### src/sparse_pkg.sv
package sparse_pkg;

	//////////////////////////////
	// Chunk geometry
	//////////////////////////////

	// Elements per chunk, one bitmap bit each
	localparam int ELEM_COUNT = 16;

	// Index of one element inside a chunk
	localparam int ADDR_W = 4;

	// Signed activation and weight width
	localparam int DATA_W = 8;

	// Packed data vector, element i at bits i*DATA_W upward
	localparam int CHUNK_W = ELEM_COUNT * DATA_W;

	// Chunk sum, 16 products of 8x8 bits fit with room to spare
	localparam int ACC_W = 24;

	//////////////////////////////
	// Buffering and flow control
	//////////////////////////////

	// Buffer slots, also the credits the sender starts with
	localparam int BUF_DEPTH = 4;

	// Scanner FSM
	typedef enum logic {
		SCAN_IDLE = 1'b0,
		SCAN_RUN  = 1'b1
	} scanner_state_e;

endpackage

### src/priority_encoder.sv
`timescale 1ns/1ps

module priority_encoder (
	 input  logic [sparse_pkg::ELEM_COUNT-1:0] map_i
	,output logic [sparse_pkg::ADDR_W-1:0]     index_o
	,output logic                              empty_o
);

	logic                          found;
	logic [sparse_pkg::ADDR_W-1:0] index;

	// Walk from the top down so the lowest set bit wins
	always_comb begin
		found = 1'b0;
		index = '0;
		for (int i = sparse_pkg::ELEM_COUNT - 1; i >= 0; i--) begin
			if (map_i[i]) begin
				found = 1'b1;
				index = sparse_pkg::ADDR_W'(i);
			end
		end
	end

	assign index_o = index;

	// No hit at all, index_o reads zero then
	assign empty_o = ~found;

endmodule

### src/match_scanner.sv
`timescale 1ns/1ps

module match_scanner (
	 input  logic                              clk_i
	,input  logic                              rst_i
	,input  logic                              head_valid_i
	,input  logic [sparse_pkg::ELEM_COUNT-1:0] ifm_map_i
	,input  logic [sparse_pkg::ELEM_COUNT-1:0] flt_map_i

	,output logic                              pop_o
	,output logic                              match_valid_o
	,output logic [sparse_pkg::ADDR_W-1:0]     match_addr_o
	,output logic                              match_last_o
);

	sparse_pkg::scanner_state_e state_q;

	logic [sparse_pkg::ELEM_COUNT-1:0] and_map;
	logic [sparse_pkg::ELEM_COUNT-1:0] remain_q;
	logic [sparse_pkg::ELEM_COUNT-1:0] scan_map;
	logic [sparse_pkg::ELEM_COUNT-1:0] next_map;
	logic [sparse_pkg::ADDR_W-1:0]     hit_addr;
	logic                              hit_empty;
	logic                              active;

	// Pairs where both operands are nonzero
	assign and_map = ifm_map_i & flt_map_i;

	// Load cycle works straight from the AND result
	assign scan_map = (state_q == sparse_pkg::SCAN_RUN) ? remain_q : and_map;

	priority_encoder u_priority_encoder (
		 .map_i   (scan_map)
		,.index_o (hit_addr)
		,.empty_o (hit_empty)
	);

	// Drop the bit reported this cycle
	always_comb begin
		next_map = scan_map;
		next_map[hit_addr] = 1'b0;
	end

	assign active = (state_q == sparse_pkg::SCAN_RUN) || head_valid_i;

	assign match_valid_o = active && !hit_empty;
	assign match_addr_o  = hit_addr;

	// Empty chunks still get a last so the MAC closes them with zero
	assign match_last_o = active && (next_map == '0);
	assign pop_o        = match_last_o;

	//////////////////////////////
	// Scan FSM
	//////////////////////////////

	always_ff @(posedge clk_i) begin
		if (rst_i) begin
			state_q  <= sparse_pkg::SCAN_IDLE;
			remain_q <= '0;
		end else begin
			if (active) begin
				remain_q <= next_map;
			end
			case (state_q)
				sparse_pkg::SCAN_IDLE: begin
					// More than one match left, keep walking
					if (head_valid_i && (next_map != '0)) begin
						state_q <= sparse_pkg::SCAN_RUN;
					end
				end
				sparse_pkg::SCAN_RUN: begin
					if (next_map == '0) begin
						state_q <= sparse_pkg::SCAN_IDLE;
					end
				end
				default: begin
					state_q <= sparse_pkg::SCAN_IDLE;
				end
			endcase
		end
	end

endmodule

### src/chunk_buffer.sv
`timescale 1ns/1ps

module chunk_buffer (
	 input  logic                              clk_i
	,input  logic                              rst_i
	,input  logic                              chunk_valid_i
	,input  logic [sparse_pkg::ELEM_COUNT-1:0] ifm_map_i
	,input  logic [sparse_pkg::ELEM_COUNT-1:0] flt_map_i
	,input  logic [sparse_pkg::CHUNK_W-1:0]    ifm_data_i
	,input  logic [sparse_pkg::CHUNK_W-1:0]    flt_data_i
	,input  logic                              pop_i

	,output logic                              head_valid_o
	,output logic [sparse_pkg::ELEM_COUNT-1:0] head_ifm_map_o
	,output logic [sparse_pkg::ELEM_COUNT-1:0] head_flt_map_o
	,output logic [sparse_pkg::CHUNK_W-1:0]    head_ifm_data_o
	,output logic [sparse_pkg::CHUNK_W-1:0]    head_flt_data_o
	,output logic                              credit_o
);

	logic [sparse_pkg::ELEM_COUNT-1:0] ifm_map_mem  [sparse_pkg::BUF_DEPTH];
	logic [sparse_pkg::ELEM_COUNT-1:0] flt_map_mem  [sparse_pkg::BUF_DEPTH];
	logic [sparse_pkg::CHUNK_W-1:0]    ifm_data_mem [sparse_pkg::BUF_DEPTH];
	logic [sparse_pkg::CHUNK_W-1:0]    flt_data_mem [sparse_pkg::BUF_DEPTH];

	logic [$clog2(sparse_pkg::BUF_DEPTH)-1:0] wr_ptr_q;
	logic [$clog2(sparse_pkg::BUF_DEPTH)-1:0] rd_ptr_q;
	logic [$clog2(sparse_pkg::BUF_DEPTH):0]   count_q;

	// Slot storage
	always_ff @(posedge clk_i) begin
		if (chunk_valid_i) begin
			ifm_map_mem[wr_ptr_q]  <= ifm_map_i;
			flt_map_mem[wr_ptr_q]  <= flt_map_i;
			ifm_data_mem[wr_ptr_q] <= ifm_data_i;
			flt_data_mem[wr_ptr_q] <= flt_data_i;
		end
	end

	//////////////////////////////
	// Pointers and occupancy
	//////////////////////////////

	always_ff @(posedge clk_i) begin
		if (rst_i) begin
			wr_ptr_q <= '0;
			rd_ptr_q <= '0;
			count_q  <= '0;
		end else begin
			if (chunk_valid_i) begin
				wr_ptr_q <= (wr_ptr_q == sparse_pkg::BUF_DEPTH - 1) ? '0 : wr_ptr_q + 1'b1;
			end
			if (pop_i) begin
				rd_ptr_q <= (rd_ptr_q == sparse_pkg::BUF_DEPTH - 1) ? '0 : rd_ptr_q + 1'b1;
			end
			case ({chunk_valid_i, pop_i})
				2'b10:   count_q <= count_q + 1'b1;
				2'b01:   count_q <= count_q - 1'b1;
				default: count_q <= count_q;
			endcase
		end
	end

	// One credit back per freed slot
	always_ff @(posedge clk_i) begin
		if (rst_i) begin
			credit_o <= 1'b0;
		end else begin
			credit_o <= pop_i;
		end
	end

	assign head_valid_o    = (count_q != '0);
	assign head_ifm_map_o  = ifm_map_mem[rd_ptr_q];
	assign head_flt_map_o  = flt_map_mem[rd_ptr_q];
	assign head_ifm_data_o = ifm_data_mem[rd_ptr_q];
	assign head_flt_data_o = flt_data_mem[rd_ptr_q];

endmodule

### src/sparse_mac.sv
`timescale 1ns/1ps

module sparse_mac (
	 input  logic                                clk_i
	,input  logic                                rst_i
	,input  logic                                match_valid_i
	,input  logic [sparse_pkg::ADDR_W-1:0]       match_addr_i
	,input  logic                                match_last_i
	,input  logic [sparse_pkg::CHUNK_W-1:0]      ifm_data_i
	,input  logic [sparse_pkg::CHUNK_W-1:0]      flt_data_i

	,output logic                                sum_valid_o
	,output logic signed [sparse_pkg::ACC_W-1:0] sum_o
);

	logic signed [sparse_pkg::DATA_W-1:0]   act;
	logic signed [sparse_pkg::DATA_W-1:0]   wgt;
	logic signed [2*sparse_pkg::DATA_W-1:0] prod;
	logic signed [sparse_pkg::ACC_W-1:0]    prod_ext;
	logic signed [sparse_pkg::ACC_W-1:0]    acc_q;

	// Operand gather from the head chunk
	assign act = ifm_data_i[match_addr_i * sparse_pkg::DATA_W +: sparse_pkg::DATA_W];
	assign wgt = flt_data_i[match_addr_i * sparse_pkg::DATA_W +: sparse_pkg::DATA_W];

	assign prod = act * wgt;

	// Sign extend, zero when there is no match this cycle
	always_comb begin
		prod_ext = '0;
		if (match_valid_i) begin
			prod_ext = prod;
		end
	end

	//////////////////////////////
	// Accumulate and close
	//////////////////////////////

	always_ff @(posedge clk_i) begin
		if (rst_i) begin
			acc_q       <= '0;
			sum_valid_o <= 1'b0;
		end else begin
			sum_valid_o <= match_last_i;
			if (match_last_i) begin
				acc_q <= '0;
			end else begin
				acc_q <= acc_q + prod_ext;
			end
		end
	end

	// Last product folds straight into the sum
	always_ff @(posedge clk_i) begin
		if (match_last_i) begin
			sum_o <= acc_q + prod_ext;
		end
	end

endmodule

### src/sparse_dot_top.sv
`timescale 1ns/1ps

module sparse_dot_top (
	 input  logic                                clk_i
	,input  logic                                rst_i
	,input  logic                                chunk_valid_i
	,input  logic [sparse_pkg::ELEM_COUNT-1:0]   ifm_map_i
	,input  logic [sparse_pkg::ELEM_COUNT-1:0]   flt_map_i
	,input  logic [sparse_pkg::CHUNK_W-1:0]      ifm_data_i
	,input  logic [sparse_pkg::CHUNK_W-1:0]      flt_data_i

	,output logic                                credit_o
	,output logic                                sum_valid_o
	,output logic signed [sparse_pkg::ACC_W-1:0] sum_o
);

	// Buffer head
	logic                              head_valid;
	logic [sparse_pkg::ELEM_COUNT-1:0] head_ifm_map;
	logic [sparse_pkg::ELEM_COUNT-1:0] head_flt_map;
	logic [sparse_pkg::CHUNK_W-1:0]    head_ifm_data;
	logic [sparse_pkg::CHUNK_W-1:0]    head_flt_data;

	// Scanner to buffer and MAC
	logic                              pop;
	logic                              match_valid;
	logic [sparse_pkg::ADDR_W-1:0]     match_addr;
	logic                              match_last;

	chunk_buffer u_chunk_buffer (
		 .clk_i           (clk_i)
		,.rst_i           (rst_i)
		,.chunk_valid_i   (chunk_valid_i)
		,.ifm_map_i       (ifm_map_i)
		,.flt_map_i       (flt_map_i)
		,.ifm_data_i      (ifm_data_i)
		,.flt_data_i      (flt_data_i)
		,.pop_i           (pop)
		,.head_valid_o    (head_valid)
		,.head_ifm_map_o  (head_ifm_map)
		,.head_flt_map_o  (head_flt_map)
		,.head_ifm_data_o (head_ifm_data)
		,.head_flt_data_o (head_flt_data)
		,.credit_o        (credit_o)
	);

	match_scanner u_match_scanner (
		 .clk_i         (clk_i)
		,.rst_i         (rst_i)
		,.head_valid_i  (head_valid)
		,.ifm_map_i     (head_ifm_map)
		,.flt_map_i     (head_flt_map)
		,.pop_o         (pop)
		,.match_valid_o (match_valid)
		,.match_addr_o  (match_addr)
		,.match_last_o  (match_last)
	);

	sparse_mac u_sparse_mac (
		 .clk_i         (clk_i)
		,.rst_i         (rst_i)
		,.match_valid_i (match_valid)
		,.match_addr_i  (match_addr)
		,.match_last_i  (match_last)
		,.ifm_data_i    (head_ifm_data)
		,.flt_data_i    (head_flt_data)
		,.sum_valid_o   (sum_valid_o)
		,.sum_o         (sum_o)
	);

endmodule

### config.mk
export PLATFORM = sky130hd
export DESIGN_NAME = sparse_dot_top
export DESIGN_NICKNAME = d
export VERILOG_FILES = /design/src/sparse_pkg.sv /design/src/priority_encoder.sv /design/src/match_scanner.sv /design/src/chunk_buffer.sv /design/src/sparse_mac.sv /design/src/sparse_dot_top.sv
export SDC_FILE = /design/constraint.sdc
export NUM_CORES = 1
export LEC_CHECK = 0
export ABC_CLOCK_PERIOD_IN_PS = 12300
export BUFFER_PORTS_ARGS = -buffer_cell sky130_fd_sc_hd__buf_2
export CORE_AREA = 2 2 303 305
export CTS_CLUSTER_DIAMETER = 100
export DETAILED_ROUTE_END_ITERATION = 12
export DIE_AREA = 0 0 305 307
export HOLD_SLACK_MARGIN = 0.06
export PLACE_DENSITY = 0.84
export SLEW_MARGIN = 15
export SYNTH_ARGS = -nofsm -noshare
export SYNTH_HDL_FRONTEND = slang
export SYNTH_SLANG_ARGS = --single-unit
### constraint.sdc
create_clock -name clk_i -period 12.3 [get_ports clk_i]
set_clock_uncertainty 0.05 [all_clocks]
set_input_delay 3.69 -clock clk_i [delete_from_list [all_inputs] [get_ports clk_i]]
set_output_delay 3.69 -clock clk_i [all_outputs]
set_load 0.02 [all_outputs]
==> impl_summary.md, run 1 <==
Status
The flow ran to the end, and the final reports show no timing, DRC or antenna violations.

Synthesis
In the synthesized netlist the dominant register cell turns out to be sky130_fd_sc_hd__edfxtp_1. A synthesized cell averages about 19 µm². The gate count after technology mapping is ~2600. The fraction of registers with async set or reset after synthesis is 0%. After synthesis, the netlist uses between 80 and 90 different library cells. The synthesized design contains ~1200 register bits. In this run the biggest area consumer among cell types represents approximately 70% of the synthesized area. The total standard cell area after synthesis is about 0.050 mm². The total number of yosys warnings is 0. The number of nets in the synthesized netlist is around 3000. The cell type with the highest aggregate area in the netlist is sky130_fd_sc_hd__edfxtp_1. The number of flops mapped to enable cells by yosys is ~1200. The proportion of synthesized chip area in sequential cells is 72.31%. In the post-synthesis netlist, the biggest area contributors are sky130_fd_sc_hd__edfxtp_1, sky130_fd_sc_hd__mux4_2, sky130_fd_sc_hd__fa_1.

Placement
The HPWL reported at the end of detailed placement is 77.26 mm. In this run the tool buffered the top-level ports with 316 buffer cells. The post-placement worst setup slack is around 800 ps. At the end of routability-driven placement, the weighted congestion stood at around 0.9.

Routing
Using the TritonRoute via totals, the vias-per-cell ratio works out to ~6.3. The total number of vias is roughly 27000. In the routed design, unresolved DRC markers number 0. The wire length after detailed routing is 123.3 mm. The detailed router finished its first iteration with ~3200 violations. In the final routed layout, each cell accounts on average for ~29 µm.

The number of routed nets with antenna violations is 0. For this run, the detailed router's first-pass iteration total came to 9.

Floorplan
The initial utilization of the core area, before any placement, comes to a little under three fifths. The floorplan has approximately 110 rows. During I/O placement, the number of pins put on the boundary was around 320.

The die is ~310 µm tall. The floorplan step defined a die boundary enclosing approximately 0.094 mm². After floorplanning, the core was sized to cover about 0.091 mm². From left edge to right edge, the die measures 305 µm.

Clocking
The number of buffers on the longest clock path is 3. Clock tree synthesis inserted a total of ~120 buffers. The library cell used as clock root buffer is sky130_fd_sc_hd__clkbuf_16.

After clock tree synthesis, the clock-pin slew on the worst setup and hold paths is about 60 ps. The count of hold-fix buffers inserted at cts is 0. The number of post-CTS setup repair buffers is 0. The source-to-sink clock delay at the later pin of the worst-skew pair is 710 ps. Gates resized during post-CTS repair numbered 0. The number of clock sinks is approximately 1200.

The CTS H-tree depth is 3. The TritonCTS clock tree is built.

Cells and area
The library cell used most frequently in the layout, excluding fill and tap cells, is sky130_fd_sc_hd__edfxtp_1. The post-route netlist has 26.39% of its cells at a drive strength greater than 1. The multi-input logic area is approximately 0.013 mm².

The combined flip-flop and latch cell area is around 0.036 mm². Counting the fill cells in the layout gives 5995. The area overhead of the layout relative to synthesis is 12.97%.

The final layout contains 3397 nets. For this run, the share of the core covered by cells in the final layout is between 60% and 70%. The top cell types in the final layout, fill and taps aside, are sky130_fd_sc_hd__edfxtp_1, sky130_fd_sc_hd__buf_2, sky130_fd_sc_hd__mux4_2.

Job
The number of max-capacitance violations reported is 0.

STA
At the pin with the least slew margin, the transition time is between 1000 and 1500 ps. The number of hold-slack violations in the final timing report is 0. The count of final max-slew check failures is 0. The worst setup margin is ~520 ps. In the finished design, the share of the clock period the worst path needs comes to between 90% and 100%.

The peak clock frequency supported by timing is ~85 MHz. The summed negative setup slack over all endpoints is 0 ps. The final critical-path required period is ~12000 ps. The number of setup violations in the final report is 0. Setup repair after global routing left no endpoint under its margin. The worst-case headroom to the max-slew limit is 26.14%.

Setup path
The startpoint class of the critical path is a register. The class of the most critical setup path is reg -> reg. The most repeated library cell on the critical path is sky130_fd_sc_hd__a21oi_1. STA puts the critical path data required time at about 13000 ps. The worst setup path is captured at a register. The cell with the largest stage delay on the worst path is sky130_fd_sc_hd__a2111oi_0. Data on the critical path arrives at its endpoint at around 12000 ps.

The number of cells on the worst reg-to-reg path is 37. The maximum fanout count along the critical path is 42. In this design, the stage delay of the slowest critical-path cell is 960 ps.

Global route
The via count of the first global-routing pass is approximately 27000. Across every metal layer, demand over resource in global routing totals a little over a quarter. Entering global routing, the biggest net connects 140 pins. After global routing the overflow that remains totals 0. The first global-routing pass estimated around 180 mm of wire. The number of antenna violations at the first check in global routing is 77.

Min path
The path class of the tightest hold or removal check is reg -> reg. The hold-critical path depth is 2. The worst hold path begins at u_match_scanner.remain_q[15].
state kept, by name, indices dropped and copies added (netlist names), named ones only:
signal,flops
u_chunk_buffer.count_q,3
u_chunk_buffer.flt_data_mem,512
u_chunk_buffer.flt_map_mem,64
u_chunk_buffer.ifm_data_mem,512
u_chunk_buffer.ifm_map_mem,64
u_chunk_buffer.rd_ptr_q,2
u_chunk_buffer.wr_ptr_q,2
u_match_scanner.remain_q,16
u_match_scanner.state_q,1
u_sparse_mac.acc_q,24
u_sparse_mac.sum_o,24
u_sparse_mac.sum_valid_o,1
critical path, delay by kind of cell (launching register included):
family / cells / cell delay, ps
adders and majority gates: 6 / 2630
and+or+nand+nor: 8 / 2690
DFF: 1 / 770
AOI/OAI and AO/OA: 17 / 4590
buffers and inverters: 4 / 600
xor gates and xnor gates: 2 / 310
kinds of logic (layout without fill, tap and decap cells):
logic type	Yosys count	count (layout)	synth area share, %
flops	1227	1227	72.31
simple gates	454	454	4.838
mux	271	271	11.78
compound gates	304	304	4.370
buf+inv	237	675	2.288
fa+ha+maj	115	115	3.730
xor+xnor	39	39	0.6798
other cells	0	46	0
stage by stage:
stage          instances  hold slack [ps]  instance area [µm²]
6_report            4317            396.4                56770
5_1_grt             4303            419.4                56730
4_1_cts             4271            398.3                56650
3_5_place_dp        4060            389.4                53030
3_3_place_gp        4060            382.9                53030
2_1_floorplan       2647            376.7                50250
routing by layer:
layer / GRT usage, % / routed length (µm)
met1: 34.41 / 45270
met3: 7.298 / 12540
met2: 41.21 / 60100
met5: 0 / 380
met4: 12.03 / 4983
cell usage after synthesis, types with 5 or more instances:
master                        n
sky130_fd_sc_hd__nand3_1     57
sky130_fd_sc_hd__nor2b_1     18
sky130_fd_sc_hd__o21a_1       8
sky130_fd_sc_hd__nand2b_1    22
sky130_fd_sc_hd__mux2i_1     11
sky130_fd_sc_hd__mux4_2     256
sky130_fd_sc_hd__xor2_1       8
sky130_fd_sc_hd__a22oi_1      7
sky130_fd_sc_hd__nor3_1      58
sky130_fd_sc_hd__ha_1        57
sky130_fd_sc_hd__buf_4       22
sky130_fd_sc_hd__nor4_1       5
sky130_fd_sc_hd__nand2_1    116
sky130_fd_sc_hd__o31ai_1     12
sky130_fd_sc_hd__buf_2       50
sky130_fd_sc_hd__edfxtp_1  1176
sky130_fd_sc_hd__fa_1        58
sky130_fd_sc_hd__a211oi_1    13
sky130_fd_sc_hd__a21oi_1     51
sky130_fd_sc_hd__and2_1      73
sky130_fd_sc_hd__a32oi_1      8
sky130_fd_sc_hd__nor2_1      50
sky130_fd_sc_hd__buf_6       14
sky130_fd_sc_hd__inv_1      104
sky130_fd_sc_hd__o32ai_1     11
sky130_fd_sc_hd__a21o_1      10
sky130_fd_sc_hd__xnor2_1     31
sky130_fd_sc_hd__o211ai_1    35
sky130_fd_sc_hd__dfxtp_1     51
sky130_fd_sc_hd__clkbuf_1    43
sky130_fd_sc_hd__o31a_1       7
sky130_fd_sc_hd__or3_1        6
sky130_fd_sc_hd__and3_1      11
sky130_fd_sc_hd__and4_1      10
sky130_fd_sc_hd__o32a_1      10
sky130_fd_sc_hd__nand4_1      6
sky130_fd_sc_hd__o22a_1       6
sky130_fd_sc_hd__o22ai_1     49
sky130_fd_sc_hd__o21ai_0     25
final timing paths:
check / endpoint / slack [ps]
setup / recovery: u_sparse_mac.acc_q[22] / 520
hold / removal: u_match_scanner.remain_q[15] / 400
setup reg to reg: u_sparse_mac.acc_q[22] / 520
hold reg to reg: u_match_scanner.remain_q[15] / 400
cell type report:
cell class	count	share of cell area, %
antenna	46	0.2028
sequential	1227	64.02
clock buffer	148	5.378
tap	1186	2.614
timing repair buffer	360	3.500
inverter	104	0.6877
multi-input combinational	1183	22.59
clock inverter	63	1.005
Power of run 1 is not shown: default switching activity piles up to over one toggle a cycle in this logic, so the estimate is an artifact.
==> run 2, diff against run 1 <==
Settings changed: CORE_AREA 2 2 303 305 to 2 2 304 306, DIE_AREA 0 0 305 307 to 0 0 306 308, SYNTH_HIERARCHICAL from default to 1.
==> run 2 against run 1 <==
Net effect:
- die area up 0.65%
- first-iteration DRC count down 25%
- via count down 8.2%
==> impl_summary.md, run 2 <==
Cells and area
The largest registers in the layout are u_chunk_buffer/flt_data_mem (512), u_chunk_buffer/ifm_data_mem (512). The combined flip-flop and latch cell area is 0.03636 mm² (about the same). Leaving out fill and tap cells, the most frequent cell in the layout is sky130_fd_sc_hd__edfxtp_1. The multi-input logic area is 0.01308 mm² (+2.0%). The area overhead of the layout relative to synthesis came to 12.97% (about the same). The fraction of final layout cells with drive strength greater than 1 is 32.19% (+5.8 points). The final-stage net count is 3139 (-7.6%). In the layout the commonest cells are sky130_fd_sc_hd__edfxtp_1, sky130_fd_sc_hd__mux4_2, sky130_fd_sc_hd__buf_2. The number of fillers in the final layout was 6031 (+0.60%).

Setup path
The arrival time at the worst endpoint was 11040 ps (-1320 ps). The most repeated library cell on the critical path is sky130_fd_sc_hd__inv_1. The end point of the critical path is u_sparse_mac/sum_o[22]. The worst setup path is captured at a register. The depth of the worst register-to-register path came to 33 (-11%).

The maximum single-stage delay on the critical path is 830 ps (-130 ps). The required time at the endpoint of the critical path was 12790 ps (-100 ps). The worst setup path is of the reg -> reg kind. The maximum fanout count along the critical path came to 35 (-17%).

In this run the critical register-to-register path is captured at u_sparse_mac/sum_o[22]. The worst setup path is launched from a register. The setup slack of the worst register-to-register path was 1760 ps (+1230 ps). The largest individual stage delay along the critical path comes from the cell sky130_fd_sc_hd__a31oi_4.

STA
The worst-case headroom to the max-slew limit is 25.92% (-0.22 points). The number of hold-slack violations in the final timing report was 0 (unchanged). The count of final max-slew check failures is 0 (unchanged). The final critical-path required period is 10540 ps (-1232 ps). Setup repair after global routing left no endpoint under its margin. The summed negative setup slack over all endpoints is 0 ps (unchanged). The share of the cycle needed by the critical path after routing is 85.72% (-10 points). The slew of the pin with the lowest slew margin came to 1111 ps (+5.731 ps). The number of setup violations in the final report came to 0 (unchanged). The peak clock frequency supported by timing is 94.84 MHz (+12%).

Global route
The total congestion overflow after global routing is 0 (unchanged). The number of antenna violations at the first check in global routing was 77 (unchanged). The wire length of the first global-routing pass came to 169.1 mm (-5.7%). The largest net degree at the start of global routing was 139 (-0.71%). The via count of the first global-routing pass is 25884 (-4.5%). The combined global-route utilization of all metal layers is 24.52% (-1.7 points).

Routing
The starting DRC count in detailed routing is 2426 (-25%). The number of routed nets with antenna violations is 0 (unchanged). The iteration count of the initial detailed-routing pass is 6 (-3). The total number of vias is 25001 (-8.2%). The residual DRC count is 0 (unchanged).

The wire length after detailed routing is 114.2 mm (-7.4%). The average via count per standard cell is 6.167 (-2.2%). The wire length per cell after detailed routing came to 28.16 µm (-1.4%).

Placement
The routability congestion estimate from global placement was 0.8705 (-2.9%). The count of port buffers added during placement is 316 (unchanged). The HPWL reported at the end of detailed placement was 70.54 mm (-8.7%).

Synthesis
By area the synthesized netlist is led by sky130_fd_sc_hd__edfxtp_1, sky130_fd_sc_hd__mux4_2, sky130_fd_sc_hd__fa_1. The portion of synthesized cell area occupied by the leading cell type is 70.00% (-0.28 points). The number of flops mapped to enable cells by yosys is 1176 (unchanged). The gate count after technology mapping was 2376 (-10%). The post-synthesis average cell area is 21.23 µm² (+12%). The proportion of synthesized chip area in sequential cells is 72.06% (-0.25 points). The register bit total from synthesis is 1228 (+0.081%). The number of library cell types mapped by synthesis is 72 (-14%). The number of nets in the synthesized netlist came to 2782 (-8.9%). The predominant post-synthesis flop cell is sky130_fd_sc_hd__edfxtp_1. The fraction of registers with async set or reset after synthesis is 0% (unchanged). The total standard cell area after synthesis is 0.05045 mm² (+0.40%).

In the synthesized netlist, the cells that appear most often are sky130_fd_sc_hd__edfxtp_1, sky130_fd_sc_hd__mux4_2, sky130_fd_sc_hd__inv_1. Yosys instantiated no cell more often than sky130_fd_sc_hd__edfxtp_1. The total number of yosys warnings is 6 (+6).

The cell type with the highest aggregate area in the netlist is sky130_fd_sc_hd__edfxtp_1.

Clocking
The number of buffers on the longest clock path is 3 (unchanged). The number of clock sinks was 1228 (+0.081%). The number of CTS-inserted buffers was 116 (+0.87%).

The count of hold-fix buffers inserted at cts was 0 (unchanged). TritonCTS built the clock tree. The source-to-sink clock delay at the later pin of the worst-skew pair is 700 ps (about the same). The clock-pin slew of the registers on the worst-case setup and hold paths is 60 ps (about the same). The number of post-CTS setup repair buffers was 0 (unchanged). The CTS H-tree depth is 3 (unchanged). The post-cts sizing count is 0 (unchanged).

The library cell used as clock root buffer is sky130_fd_sc_hd__clkbuf_16.

Floorplan
The initial core utilization came to 55.46% (about the same). The area inside the core boundary came to 0.09097 mm² (+0.31%). The floorplan row count is 111 (unchanged). The area of the die is 0.09425 mm² (+0.65%). The die width is 306 µm (+0.33%). The die height was 308 µm (+0.33%). The top-level I/O count was 317 (unchanged).

Job
The number of max-capacitance violations reported is 0 (unchanged).

Status
The run finished with clean final reports.

Min path
The tightest min-delay check is of the reg -> reg type. The hold-critical path depth is 2 (unchanged).
run 2: cell count changes in the layout (fill, tap and decap cells not counted), sizes merged, moves of 12 or more:
cell	delta
a21oi	-12
o211ai	-33
nor3b	+18
nand2b	-17
o22ai	-44
nor3	-51
and2	-22
nand2	-33
buf	-17
nand3	-49
mux4	+111
run 2: worst min-delay path by stage:
stage / start / end / slack, ps
2_1_floorplan: u_match_scanner/remain_q[11] / u_match_scanner/remain_q[11] / 380
3_3_place_gp: u_match_scanner/remain_q[5] / u_match_scanner/remain_q[5] / 390
3_5_place_dp: u_match_scanner/remain_q[6] / u_match_scanner/remain_q[6] / 400
4_1_cts: u_match_scanner/remain_q[15] / u_match_scanner/remain_q[15] / 400
5_1_grt: u_match_scanner/remain_q[1] / u_match_scanner/remain_q[1] / 430
6_report: u_match_scanner/remain_q[15] / u_match_scanner/remain_q[15] / 400
run 2: cell type report:
type | instances | share of cell area [%]
Clock buffer | 144 | 5.352
Multi-Input combinational cell | 948 | 22.95
Tap cell | 1186 | 2.604
Sequential cell | 1228 | 63.80
Antenna cell | 38 | 0.1668
Timing Repair Buffer | 343 | 3.372
Inverter | 96 | 0.6323
Clock inverter | 71 | 1.115
run 2: logic make-up (layout without fill, tap and decap cells):
logic type,Yosys count,count (layout),share of synthesized area [%]
other cells,0,38,0
compound gates,137,137,1.863
flops,1228,1228,72.06
mux,375,375,16.59
fa+ha+maj,115,115,3.700
buf+inv,200,654,2.135
xor+xnor,37,37,0.6572
simple gates,284,284,2.994
run 2: per-stage QoR:
stage	cell area [µm²]	util, %	std cells	setup WS (ps)	hold slack [ps]
6_report	56990	62.65	4054	1756	402.7
3_5_place_dp	53210	58.49	3801	1831	396.2
3_3_place_gp	53210	58.49	3801	1980	390.9
4_1_cts	56900	62.55	4016	1824	403.6
2_1_floorplan	50450	-	2376	1376	382.1
5_1_grt	56960	62.61	4041	1226	427.6
run 2: worst max-delay path: cells and delay by family, from the launching register on:
| kind | cells | cell delay [ps] |
|---|---|---|
| AND/OR/NAND/NOR | 6 | 1100 |
| AO/OA/AOI/OAI | 9 | 3120 |
| buffers and inverters | 7 | 700 |
| adder cells (fa/ha/maj) | 6 | 2640 |
| multiplexers | 4 | 1720 |
| flip-flops | 1 | 810 |
| XOR/XNOR | 1 | 160 |
run 2: per-layer routing:
layer	wire length [µm]	global-route usage, %
met5	355	0
met4	3656	9.337
met3	10050	6.280
met2	57770	40.28
met1	42320	31.88
Power of run 2 is left out for the same reason.
